`src/verilog/lookup_pkg.sv`:
```
// shared widths, beat/config/status structs and control-packet constants; widths are fixed
`default_nettype none

package lookup_pkg;

  // stream geometry
  localparam int data_bits = 256;
  localparam int strb_bits = data_bits / 8;
  localparam int user_bits = 128;

  // destination port field in tuser
  localparam int dst_port_pos = 24;
  localparam logic [7:0] ctrl_dst_port = 8'h04;

  // window timing
  localparam int prescale_bits = 8;
  localparam int window_bits = 32;

  localparam int mac_bits = 48;

  // four-entry input buffer
  localparam int fifo_ptr_bits = 2;
  localparam int fifo_depth = 1 << fifo_ptr_bits;

  typedef struct packed {
    logic [data_bits-1:0] tdata;
    logic [strb_bits-1:0] tstrb;
    logic [user_bits-1:0] tuser;
    logic                 tlast;
  } axis_beat_t;

  typedef struct packed {
    logic [mac_bits-1:0]    match_mac;
    logic [window_bits-1:0] window_limit;
    logic                   rst_cntrs;
  } lookup_cfg_t;

  typedef struct packed {
    logic                   gate_open;
    logic                   mac_hit;
    logic [window_bits-1:0] epoch;
  } lookup_status_t;

  // header constants of the injected packet
  localparam logic [31:0] ctrl_dst_ip   = 32'h6501A8C0;
  localparam logic [31:0] ctrl_src_ip   = 32'h6401A8C0;
  localparam logic [15:0] ctrl_ip_csum  = 16'h0000;
  localparam logic [7:0]  ctrl_ip_proto = 8'h00;
  localparam logic [7:0]  ctrl_ip_ttl   = 8'h40;
  localparam logic [7:0]  ctrl_ip_tos   = 8'h00;
  localparam logic [47:0] ctrl_src_mac  = 48'h112233445566;
  localparam logic [47:0] ctrl_dst_mac  = 48'h223344556677;

  // beat 0 holds the mac header and the ip header up to the low half of the destination ip
  localparam logic [data_bits-1:0] ctrl_beat0_data = {
    ctrl_dst_ip[15:0], ctrl_src_ip, ctrl_ip_csum, ctrl_ip_proto, ctrl_ip_ttl,
    48'h0, ctrl_ip_tos, 8'h45, 16'h0c88, ctrl_src_mac, ctrl_dst_mac
  };

  // beat 1 carries the marker pattern above the high half of the destination ip
  localparam logic [data_bits-1:0] ctrl_beat1_data = {240'hdeadbeefbabe, ctrl_dst_ip[31:16]};

  typedef enum logic [2:0] {
    st_pass_head,
    st_pass_data,
    st_check,
    st_ctrl_first,
    st_ctrl_second
  } inject_state_t;

endpackage

`default_nettype wire
```
`src/verilog/nic_output_lookup.sv`:
```
// top level; input beats offered while s_ready is low are not taken, config is sampled live
`timescale 1ns/1ps
`default_nettype none

module nic_output_lookup (
  input  wire                         axi_aclk,
  input  wire                         axi_resetn,
  input  lookup_pkg::lookup_cfg_t     cfg,
  input  lookup_pkg::axis_beat_t      s_beat,
  input  wire                         s_valid,
  output logic                        s_ready,
  output lookup_pkg::axis_beat_t      m_beat,
  output logic                        m_valid,
  input  wire                         m_ready,
  output lookup_pkg::lookup_status_t  status
);

  import lookup_pkg::*;

  axis_beat_t fifo_beat;
  logic       fifo_empty;
  logic       fifo_nearly_full;
  logic       fifo_rd;
  logic       in_fire;

  logic                   mac_hit;
  logic                   gate_open;
  logic [window_bits-1:0] epoch;

  // input handshake
  assign s_ready = !fifo_nearly_full;
  assign in_fire = s_valid && s_ready;

  beat_fifo u_fifo (
    .axi_aclk    (axi_aclk),
    .axi_resetn  (axi_resetn),
    .wr_beat     (s_beat),
    .wr_en       (in_fire),
    .rd_en       (fifo_rd),
    .rd_beat     (fifo_beat),
    .empty       (fifo_empty),
    .nearly_full (fifo_nearly_full)
  );

  // watches accepted input, not the fifo output
  header_match u_match (
    .axi_aclk   (axi_aclk),
    .axi_resetn (axi_resetn),
    .in_beat    (s_beat),
    .in_fire    (in_fire),
    .match_mac  (cfg.match_mac),
    .mac_hit    (mac_hit)
  );

  window_timer u_timer (
    .axi_aclk     (axi_aclk),
    .axi_resetn   (axi_resetn),
    .rst_cntrs    (cfg.rst_cntrs),
    .window_limit (cfg.window_limit),
    .gate_open    (gate_open),
    .epoch        (epoch)
  );

  ctrl_inject_fsm u_fsm (
    .axi_aclk   (axi_aclk),
    .axi_resetn (axi_resetn),
    .fifo_beat  (fifo_beat),
    .fifo_empty (fifo_empty),
    .fifo_rd    (fifo_rd),
    .mac_hit    (mac_hit),
    .gate_open  (gate_open),
    .m_beat     (m_beat),
    .m_valid    (m_valid),
    .m_ready    (m_ready)
  );

  // read-only view
  assign status.gate_open = gate_open;
  assign status.mac_hit   = mac_hit;
  assign status.epoch     = epoch;

endmodule

`default_nettype wire

```
`src/verilog/ctrl_inject_fsm.sv`:
```
// control packet only after a whole outgoing packet; mac_hit must already hold that packet's result
`timescale 1ns/1ps
`default_nettype none

module ctrl_inject_fsm (
  input  wire                     axi_aclk,
  input  wire                     axi_resetn,
  input  lookup_pkg::axis_beat_t  fifo_beat,
  input  wire                     fifo_empty,
  output logic                    fifo_rd,
  input  wire                     mac_hit,
  input  wire                     gate_open,
  output lookup_pkg::axis_beat_t  m_beat,
  output logic                    m_valid,
  input  wire                     m_ready
);

  import lookup_pkg::*;

  inject_state_t state;
  inject_state_t state_next;

  // injected tuser carries only the port field
  logic [user_bits-1:0] ctrl_user;

  always_comb begin
    ctrl_user = '0;
    ctrl_user[dst_port_pos +: $bits(ctrl_dst_port)] = ctrl_dst_port;
  end

  // output mux and next state
  always_comb begin
    state_next = state;
    m_beat     = fifo_beat;
    m_valid    = 1'b0;
    fifo_rd    = 1'b0;

    case (state)
      st_pass_head: begin
        m_valid = !fifo_empty;
        fifo_rd = m_ready && !fifo_empty;
        // single-beat packets go straight to the check
        if (m_valid && m_ready) begin
          state_next = fifo_beat.tlast ? st_check : st_pass_data;
        end
      end

      st_pass_data: begin
        m_valid = !fifo_empty;
        fifo_rd = m_ready && !fifo_empty;
        if (m_valid && m_ready && fifo_beat.tlast) begin
          state_next = st_check;
        end
      end

      // one idle cycle with nothing offered
      st_check: begin
        if (mac_hit && gate_open) begin
          state_next = st_ctrl_first;
        end else begin
          state_next = st_pass_head;
        end
      end

      // fifo held while the control beats go out
      st_ctrl_first: begin
        m_valid      = 1'b1;
        m_beat.tdata = ctrl_beat0_data;
        m_beat.tstrb = '1;
        m_beat.tuser = ctrl_user;
        m_beat.tlast = 1'b0;
        if (m_ready) begin
          state_next = st_ctrl_second;
        end
      end

      st_ctrl_second: begin
        m_valid      = 1'b1;
        m_beat.tdata = ctrl_beat1_data;
        m_beat.tstrb = '1;
        m_beat.tuser = ctrl_user;
        m_beat.tlast = 1'b1;
        if (m_ready) begin
          state_next = st_pass_head;
        end
      end

      default: begin
        state_next = st_pass_head;
      end
    endcase
  end

  // state register starting in pass-through
  always_ff @(posedge axi_aclk) begin
    if (!axi_resetn) begin
      state <= st_pass_head;
    end else begin
      state <= state_next;
    end
  end

endmodule

`default_nettype wire

```
`src/verilog/window_timer.sv`:
```
// epoch advances every 2**prescale_bits cycles and wraps silently; gate open while epoch <= limit
`timescale 1ns/1ps
`default_nettype none

module window_timer (
  input  wire                                 axi_aclk,
  input  wire                                 axi_resetn,
  input  wire                                 rst_cntrs,
  input  wire  [lookup_pkg::window_bits-1:0]  window_limit,
  output logic                                gate_open,
  output logic [lookup_pkg::window_bits-1:0]  epoch
);

  import lookup_pkg::*;

  // free-running prescaler
  logic [prescale_bits-1:0] stamp;

  always_ff @(posedge axi_aclk) begin
    if (!axi_resetn) begin
      stamp <= '0;
    end else if (rst_cntrs) begin
      stamp <= '0;
    end else begin
      stamp <= stamp + 1'b1;
    end
  end

  // epoch steps on prescaler wrap
  always_ff @(posedge axi_aclk) begin
    if (!axi_resetn) begin
      epoch <= '0;
    end else if (rst_cntrs) begin
      epoch <= '0;
    end else if (stamp == '1) begin
      epoch <= epoch + 1'b1;
    end
  end

  // registered window compare
  always_ff @(posedge axi_aclk) begin
    if (!axi_resetn) begin
      gate_open <= 1'b0;
    end else begin
      gate_open <= (epoch <= window_limit);
    end
  end

endmodule

`default_nettype wire

```
`src/verilog/header_match.sv`:
```
// destination MAC taken from tdata[47:0] of each first beat; hit result lags the beat by two cycles
`timescale 1ns/1ps
`default_nettype none

module header_match (
  input  wire                                axi_aclk,
  input  wire                                axi_resetn,
  input  lookup_pkg::axis_beat_t             in_beat,
  input  wire                                in_fire,
  input  wire [lookup_pkg::mac_bits-1:0]     match_mac,
  output logic                               mac_hit
);

  import lookup_pkg::*;

  // high when the next accepted beat opens a packet
  logic in_sop;

  logic [mac_bits-1:0] dst_mac;
  logic                cap_vld;

  // packet boundary tracking
  always_ff @(posedge axi_aclk) begin
    if (!axi_resetn) begin
      in_sop <= 1'b1;
    end else if (in_fire) begin
      in_sop <= in_beat.tlast;
    end
  end

  // latch the destination address of a first beat
  always_ff @(posedge axi_aclk) begin
    if (in_fire && in_sop) begin
      dst_mac <= in_beat.tdata[mac_bits-1:0];
    end
  end

  // strobe marks a fresh capture
  always_ff @(posedge axi_aclk) begin
    if (!axi_resetn) begin
      cap_vld <= 1'b0;
    end else begin
      cap_vld <= in_fire && in_sop;
    end
  end

  // compare once per packet, then hold
  always_ff @(posedge axi_aclk) begin
    if (!axi_resetn) begin
      mac_hit <= 1'b0;
    end else if (cap_vld) begin
      mac_hit <= (dst_mac == match_mac);
    end
  end

endmodule

`default_nettype wire

```
`src/verilog/beat_fifo.sv`:
```
// four-entry fall-through FIFO; writes into a full buffer and reads from an empty one are dropped
`timescale 1ns/1ps
`default_nettype none

module beat_fifo (
  input  wire                     axi_aclk,
  input  wire                     axi_resetn,
  input  lookup_pkg::axis_beat_t  wr_beat,
  input  wire                     wr_en,
  input  wire                     rd_en,
  output lookup_pkg::axis_beat_t  rd_beat,
  output logic                    empty,
  output logic                    nearly_full
);

  import lookup_pkg::*;

  // beat storage
  axis_beat_t mem [fifo_depth];

  logic [fifo_ptr_bits-1:0] wr_ptr;
  logic [fifo_ptr_bits-1:0] rd_ptr;
  logic [fifo_ptr_bits:0]   count;

  logic do_wr;
  logic do_rd;

  // guard against overflow and underflow
  assign do_wr = wr_en && (count != fifo_depth[fifo_ptr_bits:0]);
  assign do_rd = rd_en && !empty;

  always_ff @(posedge axi_aclk) begin
    if (do_wr) begin
      mem[wr_ptr] <= wr_beat;
    end
  end

  // pointers and fill level
  always_ff @(posedge axi_aclk) begin
    if (!axi_resetn) begin
      wr_ptr <= '0;
      rd_ptr <= '0;
      count  <= '0;
    end else begin
      if (do_wr) begin
        wr_ptr <= wr_ptr + 1'b1;
      end
      if (do_rd) begin
        rd_ptr <= rd_ptr + 1'b1;
      end
      case ({do_wr, do_rd})
        2'b10:   count <= count + 1'b1;
        2'b01:   count <= count - 1'b1;
        default: count <= count;
      endcase
    end
  end

  // head entry shows on the output without a read
  assign rd_beat = mem[rd_ptr];
  assign empty = (count == '0);

  // one slot of slack for a beat already in flight
  assign nearly_full = (count >= fifo_depth[fifo_ptr_bits:0] - 1'b1);

endmodule

`default_nettype wire

```
`config.mk`:
```
export PLATFORM = sky130hd
export DESIGN_NAME = nic_output_lookup
export DESIGN_NICKNAME = d
export VERILOG_FILES = /design/src/verilog/lookup_pkg.sv /design/src/verilog/nic_output_lookup.sv /design/src/verilog/ctrl_inject_fsm.sv /design/src/verilog/window_timer.sv /design/src/verilog/header_match.sv /design/src/verilog/beat_fifo.sv
export SDC_FILE = /design/constraint.sdc
export NUM_CORES = 2
export LEC_CHECK = 0
export ABC_CLOCK_PERIOD_IN_PS = 15000
export BUFFER_PORTS_ARGS = -buffer_cell sky130_fd_sc_hd__buf_4
export CORE_AREA = 2 2 377 379
export DETAILED_ROUTE_END_ITERATION = 6
export DIE_AREA = 0 0 379 381
export PLACE_DENSITY = 0.79
export SYNTH_ARGS = -nofsm -noshare
export SYNTH_HDL_FRONTEND = slang
export SYNTH_SLANG_ARGS = --single-unit
```
`constraint.sdc`:
```
create_clock -name axi_aclk -period 15 [get_ports axi_aclk]
set_input_delay 2.25 -clock axi_aclk [delete_from_list [all_inputs] [get_ports axi_aclk]]
set_output_delay 2.25 -clock axi_aclk [all_outputs]
set_load 0.02 [all_outputs]
```
Yosys cells after proc, flatten, opt, wreduce, memory -nomap -nowiden. Memory sizes are Yosys's and may differ from the RTL's. A register that Yosys moved wholly into a read port is not among the register bits. Index checks and enable logic that the tools add are counted.

Memory bits (writable): 1668. Word-level logic and storage cells: 65. Input bits: 502. Register bits after elaboration: 102. Memories: 1.

Eq/ne operators: 13. Reduce and logical (&&, ||, !) cells: 16. $lt $le $gt $ge: 2. Mux-type cells: 15. Add/sub/neg operators: 6. Bitwise logic cells: 1.

Memory list: u_fifo.mem (depth 4, bits a word 417, read ports 1, clocked after Yosys merged registers in 1, write ports 1, RTL line beat_fifo.sv:19) `axis_beat_t mem [fifo_depth];`.

Operators with widths (count): $pmux 417 s2 (1); $eq 48x48->1 (1); $add 32x1->32 const B (1); $le 32x32->1 (1); $pmux 3 s5 (1); $mux 3 (4); $add 8x1->8 const B (1); $eq 8x8->1 const B (1); $mux 2 (4); $logic_and 1x1->1 (7); $eq 3x2->1 const B (2); $logic_not 3->1 (2); $pmux 3 s2 (1); $reduce_or 2->1 (3); $add 2x1->2 const B (2); $ne 2x1->1 const B (2); $ne 2x2->1 const B (2); $reduce_and 4->1 (1); $add 3x1->3 const B (1); $eq 3x1->1 const B (1); $eq 3x3->1 const B (1); $ge 3x2->1 const B (1); $mux 1 (3); $ne 3x3->1 const B (1); other kinds (7) (8).

Longest topological paths before layout.
Depth after elaboration: 7. Mapped depth: 9.

By module. A second synthesis with hierarchy kept.

Cell total of the unflattened synthesis: 3278. Area, all modules: 68715.9 um^2.

By module, submodules not included: beat_fifo (area each 60543.1 um^2, cells an instance 2232, times used 1); ctrl_inject_fsm (area each 3420.8 um^2, cells an instance 598, times used 1); window_timer (area each 2640.0 um^2, cells an instance 321, times used 1); header_match (area each 2087.0 um^2, cells an instance 123, times used 1); nic_output_lookup (area each 25.0 um^2, cells an instance 4, times used 1).

Least setup slack after synthesis. OpenSTA, ideal clock, no wires.

Path kind: input port to flip-flop. Start: input port s_valid. End: memory u_fifo.mem[0][0] (netlist bit), enable pin. Slack: 2404 ps. Cell stages on the path: 1. Library setup time: 837 ps. Data arrival time: 11759 ps. Path through: and3_1.

Word-level cells in the longest chain between the ends: 4.

RTL lines: from (decl) (RTL line nic_output_lookup.sv:10) `input wire s_valid,`; $logic_and 1x1->1 (RTL line nic_output_lookup.sv:32) `assign in_fire = s_valid && s_ready;`; $logic_and 1x1->1 (RTL line beat_fifo.sv:29) `assign do_wr = wr_en && (count != fifo_depth[fifo_ptr_bits:0]);`; $mux 1 (RTL line beat_fifo.sv:33) `if (do_wr) begin`; $mux 1 (not written as such) (RTL line beat_fifo.sv:34) `mem[wr_ptr] <= wr_beat;`; to (decl) (RTL line beat_fifo.sv:19).

No other way between the ends.

==> run metrics <==
Final Wtd Congestion=0.845; hold wc startpoint=u_timer.stamp[0]; combinational fraction of design power=30.1%; highest clock rate=137 MHz; share of final-layout standard cells stronger than drive strength 1=37.8%; total gr overflow=0; standard-cell row count=138; CTS resizes=0; crit-path max FO=46; number of iterations in the first detailed-routing pass=6; antenna viol nets, final=0; TritonCTS clock tree=built; vias after detailed routing=35.8k; buffers inserted during post-CTS setup optimization=0; setup TNS=0 ns; dpl hpwl=roughly 100 mm; net switching power figure=4530 uW; Slew headroom=27.4%; Syn Std Cell Area=roughly 70000 um2; switching part of the total=30.2%; mean area per synthesized cell=20.9 um2; library cell used as clock root buffer=clkbuf_16; endpoint kind of the worst setup timing path=primary output; antenna violations before repair=about 40; worst min-delay path class=flip-flop to flip-flop; source of the worst register-to-register timing path=u_fifo.count[0]; Max H-tree Level=4; pre-CTS worst setup slack=8.33 ns; total number of clock tree sinks=1772; die outline width=379 um; leading area contributor after synthesis=edfxtp_1; cell depth of the worst flop-to-flop path=5; slew at the pin closest to its max-slew limit=1.09 ns; CTS Hold Buffers Added=0; period utilization=approximately half; final hold vios=0; Die ar.=144000 um2; Worst Hold Depth=1; area growth from synthesis to layout=21.7%; maximum root-to-sink buffer count=3; worst-case vdd ir drop=0.000201 V; post-route minimum period=7.29 ns; unique cell type count in the Yosys netlist=51; end point of the most critical hold path=u_timer.stamp[0]; clock power share=27.4%; dominant register cell in the synthesized netlist=edfxtp_1; Net Count, Synth=3800; Reg clk slew, reported paths=0.06 ns; setup repair after global routing missed its margin=false; number of global-route vias before repair=36.4k; setup ws final=around 7.7 ns; maximum number of pins on one net before global-route repair=143; DR DRC count=0; smallest hold slack=0.463 ns; net total in the final layout=~4.8k; count of state elements after synthesis=1772; number of cells produced by synthesis=3258; total CTS buffers=approximately 170; reg-to-reg endpoint=u_fifo.mem[2][265]; design internal power=10500 uW; cell types with the largest area share after synthesis=edfxtp_1 76%, mux4_2 14%, nor2b_1 2.8%; core box area=141000 um2; Vias/cell=5.66; required time of the worst setup path=12.75 ns; register-to-register path setup slack=~11 ns; Worst Path Arrival=slightly above 5 ns; clock latency of the later-clocked register in the worst-skew pair=0.80 ns; ratio of total power to cell area=about 180 nW/um2; proportion of register bits with asynchronous set or reset after synthesis=0%; warning count from the yosys run=0; Worst Setup Start Kind=flip-flop; Starting Density=48.5%; largest clock skew in the final design=0.0273 ns; static leakage power=approximately 0.028 uW; status=finished, final reports clean; global-route wire length before repair=239 mm; share of the synthesized area in the top cell type=75.6%; number of enable flip-flop cells after synthesis=1716; reported max-cap violation count=0; sequential-to-total area share from yosys stat=77.3%; routed wirelength normalized by instance count=26.3 um; final-report max-slew violation count=0; sequential share of power=a little over two fifths; initial detailed-routing violation count=3264; input/output buffers=954; routed wire length=around 170 mm; die height=about 380 um; gr usage total=a little under a quarter; IO Count=around 960; # setup viols final=0; critical setup path kind=flip-flop to primary output
worst max-delay path, stage by stage, from the launching register on:
cell and delay [ns]:
dfxtp_4 0.89, buf_4 0.59, buf_4 0.76, buf_4 0.87, mux4_2 0.64, nor2b_1 0.16, buf_4 0.20
cells in the mapped netlist, types with 9 or more instances:
master,n
a21oi_1,22
and2_1,9
buf_1,31
buf_2,17
clkbuf_1,116
dfxtp_1,56
edfxtp_1,1716
ha_1,39
inv_1,46
mux4_2,417
nand2_1,41
nand3_1,19
nand4_1,21
nor2_1,169
nor2b_1,300
nor3_1,12
o21ai_0,15
or3_1,60
xnor2_1,50
xor2_1,18
sequential cells by signal, summed over array words and instances (netlist names), named ones only:
register / flops
u_fifo.count: 3
u_fifo.mem: 1668
u_fifo.rd_ptr: 2
u_fifo.wr_ptr: 2
u_fsm.state: 3
u_match.cap_vld: 1
u_match.dst_mac: 48
u_match.in_sop: 1
u_match.mac_hit: 1
u_timer.epoch: 32
u_timer.gate_open: 1
u_timer.stamp: 8
cell type report:
type	instances	area [um2]
tap	1890	2360
sequential	1772	52700
timing repair buffer	997	7610
clock inverter	99	773
fill	9895	57600
clock buffer	215	4590
multi-input combinational	1274	14700
antenna	28	70.1
inverter	46	173
per-stage QoR:
step	util (%)	area [um2]	cells	power, uW
3_5_place_dp	55.2	77500	5979	11000
4_1_cts	59.0	82900	6293	15100
6_report	59.0	83000	6321	15000
3_3_place_gp	55.2	77500	5979	10900
5_1_grt	59.0	83000	6319	15600
2_1_floorplan	-	68200	3258	9450
metal layers:
| metal | wire, um | up-vias | global-route usage, % |
|---|---|---|---|
| met4 | 6210 | 20 | 9.50 |
| met2 | 82600 | 1779 | 36.5 |
| met1 | 60800 | 18449 | 28.3 |
| li1 | - | 15177 | - |
| met3 | 16700 | 332 | 6.87 |
| met5 | 126 | - | 0 |
cell families after synthesis:
| kind of cell | count (synthesis) | synth area share [%] |
|---|---|---|
| AO/OA/AOI/OAI | 71 | 0.668 |
| XOR/XNOR | 68 | 0.874 |
| adder cells (fa/ha/maj) | 40 | 0.745 |
| buffers and inverters | 212 | 1.21 |
| flip-flops | 1772 | 77.3 |
| multiplexers | 419 | 13.8 |
| AND/OR/NAND/NOR | 676 | 5.44 |
layout by cell type, fill, tap and decap left out, drive strengths merged, types with 8 or more instances in the layout:
cell	count
or3	60
ha	39
xor2	18
and3	8
clkinvlp	10
xnor2	50
clkbuf	215
edfxtp	1716
and2	9
diode	28
nor2	169
or4	8
nand2b	8
o21ai	15
nor3	12
nand3	20
nand4	21
nor4	9
nor2b	300
inv	54
a21oi	22
buf	997
dfxtp	56
nand2	41
mux4	417
clkinv	74
power groups by stage:
stage	clock (uW)	sequential [uW]	combinational [uW]
detailed placement	0	6470	4530
global placement	0	6420	4510
finish	4110	6380	4520
floorplan	0	6680	2770
CTS	4180	6380	4570
global route	4360	6420	4770
worst max-delay path by stage:
| stage | depth (start not counted) | end | start |
|---|---|---|---|
| final | 6 | m_beat[403] | flip-flop |
| after global routing | 6 | m_beat[107] | flip-flop |
| after detailed placement | 6 | m_beat[403] | flip-flop |
| after floorplan | 1 | u_fifo.mem[0][0] | s_valid |
| after CTS | 6 | m_beat[403] | flip-flop |
| after global placement | 6 | m_beat[403] | flip-flop |
Note: power is estimated with default switching activity, not from simulation.
